===== config.mk =====
export PLATFORM = sky130hd
export DESIGN_NAME = conv_top
export DESIGN_NICKNAME = d
export VERILOG_FILES = /design/src/source/conv_pkg.sv /design/src/source/conv_sequencer.sv /design/src/source/row_window.sv /design/src/source/kernel_row_unit.sv /design/src/source/threshold_collector.sv /design/src/source/conv_top.sv
export SDC_FILE = /design/constraint.sdc
export NUM_CORES = 1
export LEC_CHECK = 0
export BUFFER_PORTS_ARGS = -buffer_cell sky130_fd_sc_hd__buf_2
export CORE_ASPECT_RATIO = 0.7
export CORE_MARGIN = 2
export CORE_UTILIZATION = 35
export DETAILED_ROUTE_END_ITERATION = 10
export PLACE_DENSITY = 0.59
export SLEW_MARGIN = 25
export SYNTH_ARGS = -nofsm -noshare
export SYNTH_HDL_FRONTEND = slang
export SYNTH_SLANG_ARGS = --single-unit
export TNS_END_PERCENT = 100

===== constraint.sdc =====
create_clock -name clk -period 5.5 [get_ports clk]
set_input_delay 0.825 -clock clk [delete_from_list [all_inputs] [get_ports clk]]
set_output_delay 0.825 -clock clk [all_outputs]
set_load 0.02 [all_outputs]

===== src/source/conv_pkg.sv =====
// package with data widths, kernel size, sign threshold and memory map constants
`default_nettype none

package conv_pkg;

	// memory port widths
	localparam int addr_w = 12;
	localparam int data_w = 16;

	// column index into one 16-bit input row
	localparam int col_w = 4;

	// kernel is fixed at 3x3, also the depth of the row window
	localparam int kernel_dim = 3;

	// negatives per kernel row (0..3) and over the whole kernel (0..9)
	localparam int count_w = 2;
	localparam int sum_w = 4;

	// at most this many negative products still gives a 1
	localparam logic [sum_w-1:0] neg_limit = sum_w'(4);

	// input memory map
	localparam logic [addr_w-1:0] rows_addr = addr_w'(0);
	localparam logic [addr_w-1:0] cols_addr = addr_w'(1);
	localparam logic [addr_w-1:0] first_row_addr = addr_w'(2);

	// weight memory, only the data word is read
	localparam logic [addr_w-1:0] weight_addr = addr_w'(1);

	// columns swept before the first full window
	localparam logic [col_w-1:0] col_lag = col_w'(kernel_dim - 1);
	// input rows covered by one window
	localparam logic [addr_w-1:0] row_span = addr_w'(kernel_dim);

endpackage

`default_nettype wire


===== src/source/conv_sequencer.sv =====
// sequencer FSM with run/busy, size and weight fetch, row reads, column sweep and window tags
`timescale 1ns/10ps
`default_nettype none

module conv_sequencer (
	input  logic                        clk,
	input  logic                        reset_b,
	input  logic                        run,
	output logic                        busy,
	output logic [conv_pkg::addr_w-1:0] sram_read_address,
	input  logic [conv_pkg::data_w-1:0] sram_read_data,
	output logic [conv_pkg::addr_w-1:0] wmem_read_address,
	input  logic [conv_pkg::data_w-1:0] wmem_read_data,
	output logic                        row_load,
	output logic                        row_shift,
	output logic [conv_pkg::col_w-1:0]  col_idx,
	output logic                        col_valid,
	output logic                        weight_load,
	output logic [conv_pkg::kernel_dim*conv_pkg::kernel_dim-1:0] weights,
	output logic                        tag_valid,
	output logic [conv_pkg::col_w-1:0]  tag_col,
	output logic                        tag_last,
	output logic [conv_pkg::addr_w-1:0] tag_row
);

	typedef enum logic [2:0] {
		st_idle,
		st_size,
		st_weight,
		st_fill,
		st_sweep,
		st_next,
		st_finish
	} state_t;

	state_t state;

	// sub-step inside size fetch, row fill and drain
	logic [1:0] step;
	// next input row to read
	logic [conv_pkg::addr_w-1:0] rd_addr;
	// output row being swept
	logic [conv_pkg::addr_w-1:0] out_row;

	// image size captured once per run
	logic [conv_pkg::addr_w-1:0] num_rows;
	logic [conv_pkg::col_w-1:0] last_col;
	logic [conv_pkg::data_w-1:0] cols_m1;

	// youngest window row is the last input row
	logic last_row;

	assign cols_m1 = sram_read_data - 1'b1;
	assign last_row = (out_row + conv_pkg::row_span) == num_rows;

	// weights sit at a fixed address
	assign wmem_read_address = conv_pkg::weight_addr;
	assign weights = wmem_read_data[conv_pkg::kernel_dim*conv_pkg::kernel_dim-1:0];
	assign weight_load = (state == st_weight);

	// first fill cycle only loads, later ones push older rows up
	assign row_load = (state == st_fill) || (state == st_next);
	assign row_shift = ((state == st_fill) && (step != 2'd0)) || (state == st_next);

	assign col_valid = (state == st_sweep);

	// tag once three columns are in the units
	assign tag_valid = (state == st_sweep) && (col_idx >= conv_pkg::col_lag);
	assign tag_col = col_idx - conv_pkg::col_lag;
	assign tag_last = (col_idx == last_col);
	assign tag_row = out_row;

	always_comb begin
		sram_read_address = rd_addr;
		// rows first, then columns
		if (state == st_size) begin
			if (step == 2'd0) begin
				sram_read_address = conv_pkg::rows_addr;
			end else begin
				sram_read_address = conv_pkg::cols_addr;
			end
		end
	end

	always_ff @(posedge clk or negedge reset_b) begin
		if (!reset_b) begin
			state <= st_idle;
			busy <= 1'b0;
			step <= 2'd0;
			rd_addr <= conv_pkg::first_row_addr;
			out_row <= '0;
			col_idx <= '0;
		end else begin
			case (state)
				st_idle: begin
					// run only looked at here
					if (run) begin
						state <= st_size;
						busy <= 1'b1;
						step <= 2'd0;
						rd_addr <= conv_pkg::first_row_addr;
						out_row <= '0;
					end
				end
				st_size: begin
					step <= step + 1'b1;
					if (step == 2'd1) begin
						state <= st_weight;
					end
				end
				st_weight: begin
					// row 0 read goes out here
					rd_addr <= rd_addr + 1'b1;
					step <= 2'd0;
					state <= st_fill;
				end
				st_fill: begin
					step <= step + 1'b1;
					// no read past the third row yet
					if (step != 2'd2) begin
						rd_addr <= rd_addr + 1'b1;
					end else begin
						step <= 2'd0;
						col_idx <= '0;
						state <= st_sweep;
					end
				end
				st_sweep: begin
					if (col_idx == last_col) begin
						if (last_row) begin
							step <= 2'd0;
							state <= st_finish;
						end else begin
							state <= st_next;
						end
					end else begin
						col_idx <= col_idx + 1'b1;
					end
				end
				st_next: begin
					// next row lands this cycle
					rd_addr <= rd_addr + 1'b1;
					out_row <= out_row + 1'b1;
					col_idx <= '0;
					state <= st_sweep;
				end
				st_finish: begin
					// two pipe stages plus the write cycle
					step <= step + 1'b1;
					if (step == 2'd2) begin
						busy <= 1'b0;
						state <= st_idle;
					end
				end
				default: begin
					state <= st_idle;
					busy <= 1'b0;
				end
			endcase
		end
	end

	// size registers
	always_ff @(posedge clk) begin
		if ((state == st_size) && (step == 2'd1)) begin
			num_rows <= sram_read_data[conv_pkg::addr_w-1:0];
		end
		if (state == st_weight) begin
			last_col <= cols_m1[conv_pkg::col_w-1:0];
		end
	end

	// run ends only after the final output row
	a_busy_fall: assert property (@(posedge clk) disable iff (!reset_b)
		$fell(busy) |-> last_row);

	// a sweep needs at least a full kernel width of columns
	a_col_valid: assert property (@(posedge clk) disable iff (!reset_b)
		col_valid |-> (last_col >= conv_pkg::col_lag));

endmodule

`default_nettype wire


===== src/source/row_window.sv =====
// three-row input window with row shift and per-column bit select
`timescale 1ns/10ps
`default_nettype none

module row_window (
	input  logic                            clk,
	input  logic                            reset_b,
	input  logic                            row_load,
	input  logic                            row_shift,
	input  logic [conv_pkg::data_w-1:0]     new_row,
	input  logic [conv_pkg::col_w-1:0]      col_idx,
	output logic [conv_pkg::kernel_dim-1:0] col_bits
);

	// rows[0] oldest, top kernel row
	logic [conv_pkg::data_w-1:0] rows [conv_pkg::kernel_dim];

	always_ff @(posedge clk or negedge reset_b) begin
		if (!reset_b) begin
			for (int i = 0; i < conv_pkg::kernel_dim; i++) begin
				rows[i] <= '0;
			end
		end else begin
			// move everything up one
			if (row_shift) begin
				for (int i = 0; i < conv_pkg::kernel_dim - 1; i++) begin
					rows[i] <= rows[i+1];
				end
			end
			// youngest slot takes the fresh word
			if (row_load) begin
				rows[conv_pkg::kernel_dim-1] <= new_row;
			end
		end
	end

	// same column from every row
	always_comb begin
		for (int i = 0; i < conv_pkg::kernel_dim; i++) begin
			col_bits[i] = rows[i][col_idx];
		end
	end

endmodule

`default_nettype wire


===== src/source/kernel_row_unit.sv =====
// one kernel row with its weight bits, 3-column shift register and registered negative count
`timescale 1ns/10ps
`default_nettype none

module kernel_row_unit (
	input  logic                            clk,
	input  logic                            reset_b,
	input  logic                            weight_load,
	input  logic [conv_pkg::kernel_dim-1:0] weight_bits,
	input  logic                            col_valid,
	input  logic                            col_bit,
	output logic [conv_pkg::count_w-1:0]    neg_count
);

	logic [conv_pkg::kernel_dim-1:0] weight_q;
	// bit 0 holds the oldest column and pairs with weight 0
	logic [conv_pkg::kernel_dim-1:0] cols_q;
	// 1 where input and weight differ
	logic [conv_pkg::kernel_dim-1:0] neg;
	logic [conv_pkg::count_w-1:0] neg_sum;

	always_ff @(posedge clk) begin
		if (weight_load) begin
			weight_q <= weight_bits;
		end
		// newest column enters at the top
		if (col_valid) begin
			cols_q <= {col_bit, cols_q[conv_pkg::kernel_dim-1:1]};
		end
	end

	assign neg = cols_q ^ weight_q;

	// popcount of the mismatches
	always_comb begin
		neg_sum = '0;
		for (int j = 0; j < conv_pkg::kernel_dim; j++) begin
			neg_sum = neg_sum + {{(conv_pkg::count_w-1){1'b0}}, neg[j]};
		end
	end

	// one cycle after the shift
	always_ff @(posedge clk or negedge reset_b) begin
		if (!reset_b) begin
			neg_count <= '0;
		end else begin
			neg_count <= neg_sum;
		end
	end

	// weights stay put while columns stream through
	a_weight_hold: assert property (@(posedge clk) disable iff (!reset_b)
		weight_load |-> !col_valid);

endmodule

`default_nettype wire


===== src/source/threshold_collector.sv =====
// tag delay, count sum, sign threshold, output word assembly and write pulse
`timescale 1ns/10ps
`default_nettype none

module threshold_collector (
	input  logic                                                  clk,
	input  logic                                                  reset_b,
	input  logic [conv_pkg::kernel_dim-1:0][conv_pkg::count_w-1:0] counts,
	input  logic                                                  tag_valid,
	input  logic [conv_pkg::col_w-1:0]                            tag_col,
	input  logic                                                  tag_last,
	input  logic [conv_pkg::addr_w-1:0]                           tag_row,
	output logic [conv_pkg::addr_w-1:0]                           sram_write_address,
	output logic [conv_pkg::data_w-1:0]                           sram_write_data,
	output logic                                                  sram_write_enable
);

	// tag pipe, index 1 lines up with the unit counts
	logic [1:0] valid_pipe;
	logic [1:0] last_pipe;
	logic [conv_pkg::col_w-1:0] col_pipe [2];
	logic [conv_pkg::addr_w-1:0] row_pipe [2];

	// total negatives over the window
	logic [conv_pkg::sum_w-1:0] neg_total;
	logic out_bit;

	// row under assembly
	logic [conv_pkg::data_w-1:0] word;

	always_ff @(posedge clk or negedge reset_b) begin
		if (!reset_b) begin
			valid_pipe <= '0;
			last_pipe <= '0;
		end else begin
			valid_pipe <= {valid_pipe[0], tag_valid};
			last_pipe <= {last_pipe[0], tag_valid & tag_last};
		end
	end

	always_ff @(posedge clk) begin
		col_pipe[0] <= tag_col;
		col_pipe[1] <= col_pipe[0];
		row_pipe[0] <= tag_row;
		row_pipe[1] <= row_pipe[0];
	end

	always_comb begin
		neg_total = '0;
		for (int i = 0; i < conv_pkg::kernel_dim; i++) begin
			neg_total = neg_total
				+ {{(conv_pkg::sum_w-conv_pkg::count_w){1'b0}}, counts[i]};
		end
	end

	// +1 unless most products are negative
	assign out_bit = (neg_total <= conv_pkg::neg_limit);

	always_ff @(posedge clk or negedge reset_b) begin
		if (!reset_b) begin
			word <= '0;
			sram_write_enable <= 1'b0;
		end else begin
			// pulse right after the last window of a row
			sram_write_enable <= valid_pipe[1] & last_pipe[1];
			if (sram_write_enable) begin
				// fresh word for the next row
				word <= '0;
			end else if (valid_pipe[1]) begin
				word[col_pipe[1]] <= out_bit;
			end
		end
	end

	// row address held for the write cycle
	always_ff @(posedge clk) begin
		if (valid_pipe[1] & last_pipe[1]) begin
			sram_write_address <= row_pipe[1];
		end
	end

	assign sram_write_data = word;

	// one write per output row, never back to back
	a_single_write: assert property (@(posedge clk) disable iff (!reset_b)
		sram_write_enable |=> !sram_write_enable);

endmodule

`default_nettype wire


===== src/source/conv_top.sv =====
// top level: sequencer, row window, kernel row units and output collector
`timescale 1ns/10ps
`default_nettype none

module conv_top (
	input  logic                        clk,
	input  logic                        reset_b,
	input  logic                        run,
	output logic                        busy,
	output logic [conv_pkg::addr_w-1:0] sram_read_address,
	input  logic [conv_pkg::data_w-1:0] sram_read_data,
	output logic [conv_pkg::addr_w-1:0] wmem_read_address,
	input  logic [conv_pkg::data_w-1:0] wmem_read_data,
	output logic [conv_pkg::addr_w-1:0] sram_write_address,
	output logic [conv_pkg::data_w-1:0] sram_write_data,
	output logic                        sram_write_enable
);

	// window control
	logic row_load;
	logic row_shift;
	logic [conv_pkg::col_w-1:0] col_idx;
	logic [conv_pkg::kernel_dim-1:0] col_bits;

	// kernel unit control
	logic col_valid;
	logic weight_load;
	logic [conv_pkg::kernel_dim*conv_pkg::kernel_dim-1:0] weights;

	// window tag toward the collector
	logic tag_valid;
	logic [conv_pkg::col_w-1:0] tag_col;
	logic tag_last;
	logic [conv_pkg::addr_w-1:0] tag_row;

	// per kernel row negative counts
	logic [conv_pkg::kernel_dim-1:0][conv_pkg::count_w-1:0] counts;

	conv_sequencer u_seq (
		.clk               (clk),
		.reset_b           (reset_b),
		.run               (run),
		.busy              (busy),
		.sram_read_address (sram_read_address),
		.sram_read_data    (sram_read_data),
		.wmem_read_address (wmem_read_address),
		.wmem_read_data    (wmem_read_data),
		.row_load          (row_load),
		.row_shift         (row_shift),
		.col_idx           (col_idx),
		.col_valid         (col_valid),
		.weight_load       (weight_load),
		.weights           (weights),
		.tag_valid         (tag_valid),
		.tag_col           (tag_col),
		.tag_last          (tag_last),
		.tag_row           (tag_row)
	);

	// input rows come straight off the read port
	row_window u_window (
		.clk       (clk),
		.reset_b   (reset_b),
		.row_load  (row_load),
		.row_shift (row_shift),
		.new_row   (sram_read_data),
		.col_idx   (col_idx),
		.col_bits  (col_bits)
	);

	// unit i pairs weights 3i..3i+2 with window row i
	for (genvar i = 0; i < conv_pkg::kernel_dim; i++) begin : g_krow
		kernel_row_unit u_krow (
			.clk         (clk),
			.reset_b     (reset_b),
			.weight_load (weight_load),
			.weight_bits (weights[i*conv_pkg::kernel_dim +: conv_pkg::kernel_dim]),
			.col_valid   (col_valid),
			.col_bit     (col_bits[i]),
			.neg_count   (counts[i])
		);
	end

	threshold_collector u_collect (
		.clk                (clk),
		.reset_b            (reset_b),
		.counts             (counts),
		.tag_valid          (tag_valid),
		.tag_col            (tag_col),
		.tag_last           (tag_last),
		.tag_row            (tag_row),
		.sram_write_address (sram_write_address),
		.sram_write_data    (sram_write_data),
		.sram_write_enable  (sram_write_enable)
	);

endmodule

`default_nettype wire


==> out/metrics.csv <==
stage,metric,value,unit
setup_path,"Top cell by count, worst path",nor2b_1,
power,reported net switching power,2.016,mW
die,effective utilization at floorplan,0.3605,
synthesis,post-synthesis simple-gate area fraction,0.1101,
run,number of maximum-capacitance constraint violations,0,
die,floorplan row count,46,
drt,count of vias placed by the detailed router,5118,
synthesis,share of the synthesized area in compound gates (AO/OA/AOI/OAI),0.09310,
synthesis,mean instance size in the synthesized netlist,11.94,sq um
clocking,worst skew pair latency,0.44,ns
timing,final worst clock skew,0.01142,ns
power,fraction of power spent switching nets,0.3718,
power,combinational fraction of design power,0.333,
finish,antenna cells,0,
synthesis,xor and xnor area share after synthesis,0.03509,
outcome,outcome,"complete, no violations",
power,leak pwr,3.935,nW
timing,Max-slew headroom,0.4932,
clocking,clock sink total,187,
placed_design,placed wire-length estimate,11.34,mm
power,Clock Power Share,0.226,
setup_path,startpoint types,flop,
grt,pin count of the biggest net entering global routing,52,
die,Floorplan Core Area,0.02285,sq mm
clocking,number of levels the H-tree was split into,4,
finish,cell area after layout,0.009433,sq mm
timing,setup repair after global routing missed its margin,false,
timing,f_max,0.3082,GHz
clocking,cell at the root of the clock tree,clkbuf_16,
setup_path,maximum fanout along the worst path,26,
setup_path,critical path capture point type,output port,
synthesis,sequential area share after synthesis,0.5767,
power,internal portion of total power,3.407,mW
synthesis,Gate Count Post-Synth,690,
placed_design,weighted congestion at the end of routability-driven global placement,0.7355,
drt,overall routed net length,16.19,mm
drt,mean routed wirelength per cell,15.01,microns
die,overall die width,187.4,microns
clocking,# Post-CTS Setup Buffers,0,
timing,Setup-failing EPs final,0,
timing,total negative slack for setup checks,0,ns
clocking,CTS Buffer Depth,2,
clocking,"Gates resized, CTS repair",0,
synthesis,combinational family with the most area after synthesis,simple AND/OR/NAND/NOR gates,
grt,overflow left after global routing,0,
synthesis,multiplexer area fraction after synthesis,0.1060,
drt,via density per instance,4.748,
power,sequential fraction of design power,0.440,
synthesis,leading register cell type out of synthesis,dfrtp_1,
setup_path,CP max stage delay,0.84,ns
setup_path,Bufs and invs on worst path,2,
synthesis,async set-reset flop share out of synthesis,0.5829,
drt,detailed-router iteration count before antenna repair,5,
grt,overall global routing resource usage,0.1371,
grt,wire length of the first global-routing pass,26.47,mm
timing,share of the clock period used by the worst path,0.5900,
synthesis,Synth Cell Area,0.008238,sq mm
timing,slew at the pin closest to its max-slew limit,0.7602,ns
synthesis,Post-Synth Adder-Cell Area,0.03645,
power,worst supply voltage drop on vdd,0.2409,mV
setup_path,WP data required,4.68,ns
clocking,CTS Buf Count,17,
setup_path,ordered cell list for the critical path,nor2b_1 > nor2b_1 > buf_4 > mux2i_1 > buf_2,
power,cell area power density,574.9,mW/mm^2
timing,setup slack of the critical path after layout,2.255,ns
grt,initial antenna violation count,0,
finish,share of cells above drive strength 1,0.2245,
drt,Initial DRC Count,272,
timing,minimum clock period after layout,3.245,ns
die,overall die area,0.02480,sq mm
finish,synthesis-to-layout area growth,14.50,%
synthesis,post-synth top area cell,dfrtp_1,
clocking,TritonCTS clock tree,built,
timing,hold violation count in the final report,0,
synthesis,number of synthesis warnings,0,
finish,total number of nets in the final design,809,
clocking,hold bufs inserted after CTS,0,
clocking,clock transition at the registers of the reported paths,0.08,ns
setup_path,Setup Crit Path Kind,reg -> out,
placed_design,Port Buffer Count,69,
synthesis,Synth cell types,63,
drt,antenna-violating nets left,0,
drt,count of unresolved DRC violations after routing,0,
synthesis,flip-flop and latch count after synthesis,187,
setup_path,cell with the biggest individual delay on the critical path,dfrtp_1,
placed_design,worst setup slack after placement,2.688,ns
placed_design,Area after DPL,0.008848,sq mm
worst_hold_path,worst min-delay path class,in -> async,
synthesis,"EDFF count, synth",46,
die,chip height,132.4,microns
grt,vias in the first global route,4826,
timing,Final Slew Violations,0,
die,number of top-level pins,89,
setup_path,Worst path top cell family by delay,flip-flops,
synthesis,fraction of synthesized cell area taken by the top area cell type,0.3281,
setup_path,data arrival time at the worst-slack endpoint,2.42,ns
synthesis,Synth area leaders,"dfrtp_1 (33%), edfxtp_1 (17%), dfxtp_1 (7.8%), mux2_2 (6.3%), o21ai_0 (2.9%)",
[per-layer routing]
layer  GRT usage  routed length (microns)  part of all wire  vias up
li1            -                        -                 -     2542
met1      0.2118                     8808              0.54     2459
met2      0.1844                     6475              0.40      102
met3     0.03647                      731             0.045       15
met4     0.04199                      169             0.010        0
met5           0                        0                 0        -
[kinds of logic (layout without fill, tap and decap cells)]
kind of cell | count (synthesis) | in the layout
AO/OA/AOI/OAI | 122 | 122
buffers and inverters | 69 | 135
flip-flops | 187 | 187
other | 2 | 12
adder cells (fa/ha/maj) | 21 | 21
XOR/XNOR | 33 | 33
AND/OR/NAND/NOR | 182 | 182
multiplexers | 74 | 74
[registers in the layout (all words and copies together), names as in the netlist, 4 cells and up]
signal / flops
g_krow.u_krow.cols_q: 9
g_krow.u_krow.neg_count: 6
g_krow.u_krow.weight_q: 9
u_collect.col_pipe: 8
u_collect.row_pipe: 24
u_collect.sram_write_address: 12
u_collect.sram_write_data: 16
u_seq.col_idx: 4
u_seq.last_col: 4
u_seq.num_rows: 12
u_seq.rd_addr: 12
u_seq.tag_row: 12
u_window.rows: 48
[placed cells by master, fill, tap and decap left out, types with 6 or more instances in the layout]
cell / n
inv_1: 27
clkbuf_16: 17
dfxtp_1: 32
conb_1: 12
xor2_1: 12
dfrtp_1: 108
buf_2: 68
ha_1: 16
buf_4: 7
xnor2_1: 21
nand2b_1: 6
mux4_2: 6
nor2_1: 46
nor2b_1: 23
a21oi_1: 31
nand3b_1: 7
nand4_1: 7
o21ai_0: 47
nor3_1: 10
mux2_2: 46
nand3_1: 14
nand2_1: 46
mux2i_1: 22
edfxtp_1: 46
[Yosys cell counts (all sizes together), types with 2 or more instances]
cell / n
a21oi: 32
nor2b: 23
clkbuf: 11
o2111ai: 2
a221oi: 3
dfxtp: 32
mux2: 46
fa: 5
nand4: 9
dfrtp: 108
nand2: 48
mux2i: 22
a22o: 2
nand2b: 6
xor2: 12
nor4: 4
nor2: 46
and3: 5
buf: 31
a31o: 2
a31oi: 2
o21ai: 50
nand3b: 7
inv: 27
nor3: 10
ha: 16
and2: 4
mux4: 6
o31ai: 6
conb: 2
nand3: 14
edfxtp: 46
a211oi: 3
a22oi: 3
xnor2: 21
o21a: 4
o211ai: 4
[power by group through the flow]
| stage | logic (mW) | registers, mW | clock network (mW) |
|---|---|---|---|
| global route | 2.02 | 2.47 | 1.33 |
| finish | 1.81 | 2.39 | 1.23 |
| global placement | 1.76 | 2.40 | 0 |
| detailed placement | 1.81 | 2.42 | 0 |
| CTS | 1.82 | 2.39 | 1.27 |
| floorplan | 1.49 | 2.24 | 0 |
[worst reg2reg max path, delay by kind of cell, from the launching register on]
kind | cells | cell delay [ns]
simple gates | 4 | 1.52
flops | 1 | 0.65
compound gates | 2 | 0.49
[final cells by class]
class	instances	area (sq um)
multi-input cells	444	3186
repair buffers	76	420.4
well taps	312	390.4
flip-flops and latches	187	4751
clock buffers	18	429.2
fillers	2212	13420
inverters	27	101.3
clock inverters	14	155.1
[final timing paths]
check	slack, ns	cells after the start	endpoint	startpoint
worst max-delay path	2.26	5	sram_read_address[0]	u_seq.state[0]
worst min-delay path	0.31	1	u_seq.tag_row[7]	reset_b
worst max register to register	2.76	6	u_seq.rd_addr[11]	u_seq.state[2]
worst min register to register	0.33	0	u_collect.row_pipe[1][4]	u_collect.row_pipe[0][4]
max in group asynchronous	4.39	2	u_window.rows[31]	reset_b
min in group clk	0.33	0	u_collect.row_pipe[1][4]	u_collect.row_pipe[0][4]
[metrics by stage]
step | hold WS, ns | utilization | std cells | total power [mW]
after floorplan | 0.3096 | - | 700 | 3.732
after global placement | 0.3104 | 0.3859 | 1045 | 4.161
after detailed placement | 0.3121 | 0.3873 | 1046 | 4.229
after CTS | 0.3012 | 0.4128 | 1078 | 5.475
after global routing | 0.3174 | 0.4128 | 1078 | 5.817
final | 0.3062 | 0.4128 | 1078 | 5.423
Power figures use the tool's default switching activity.
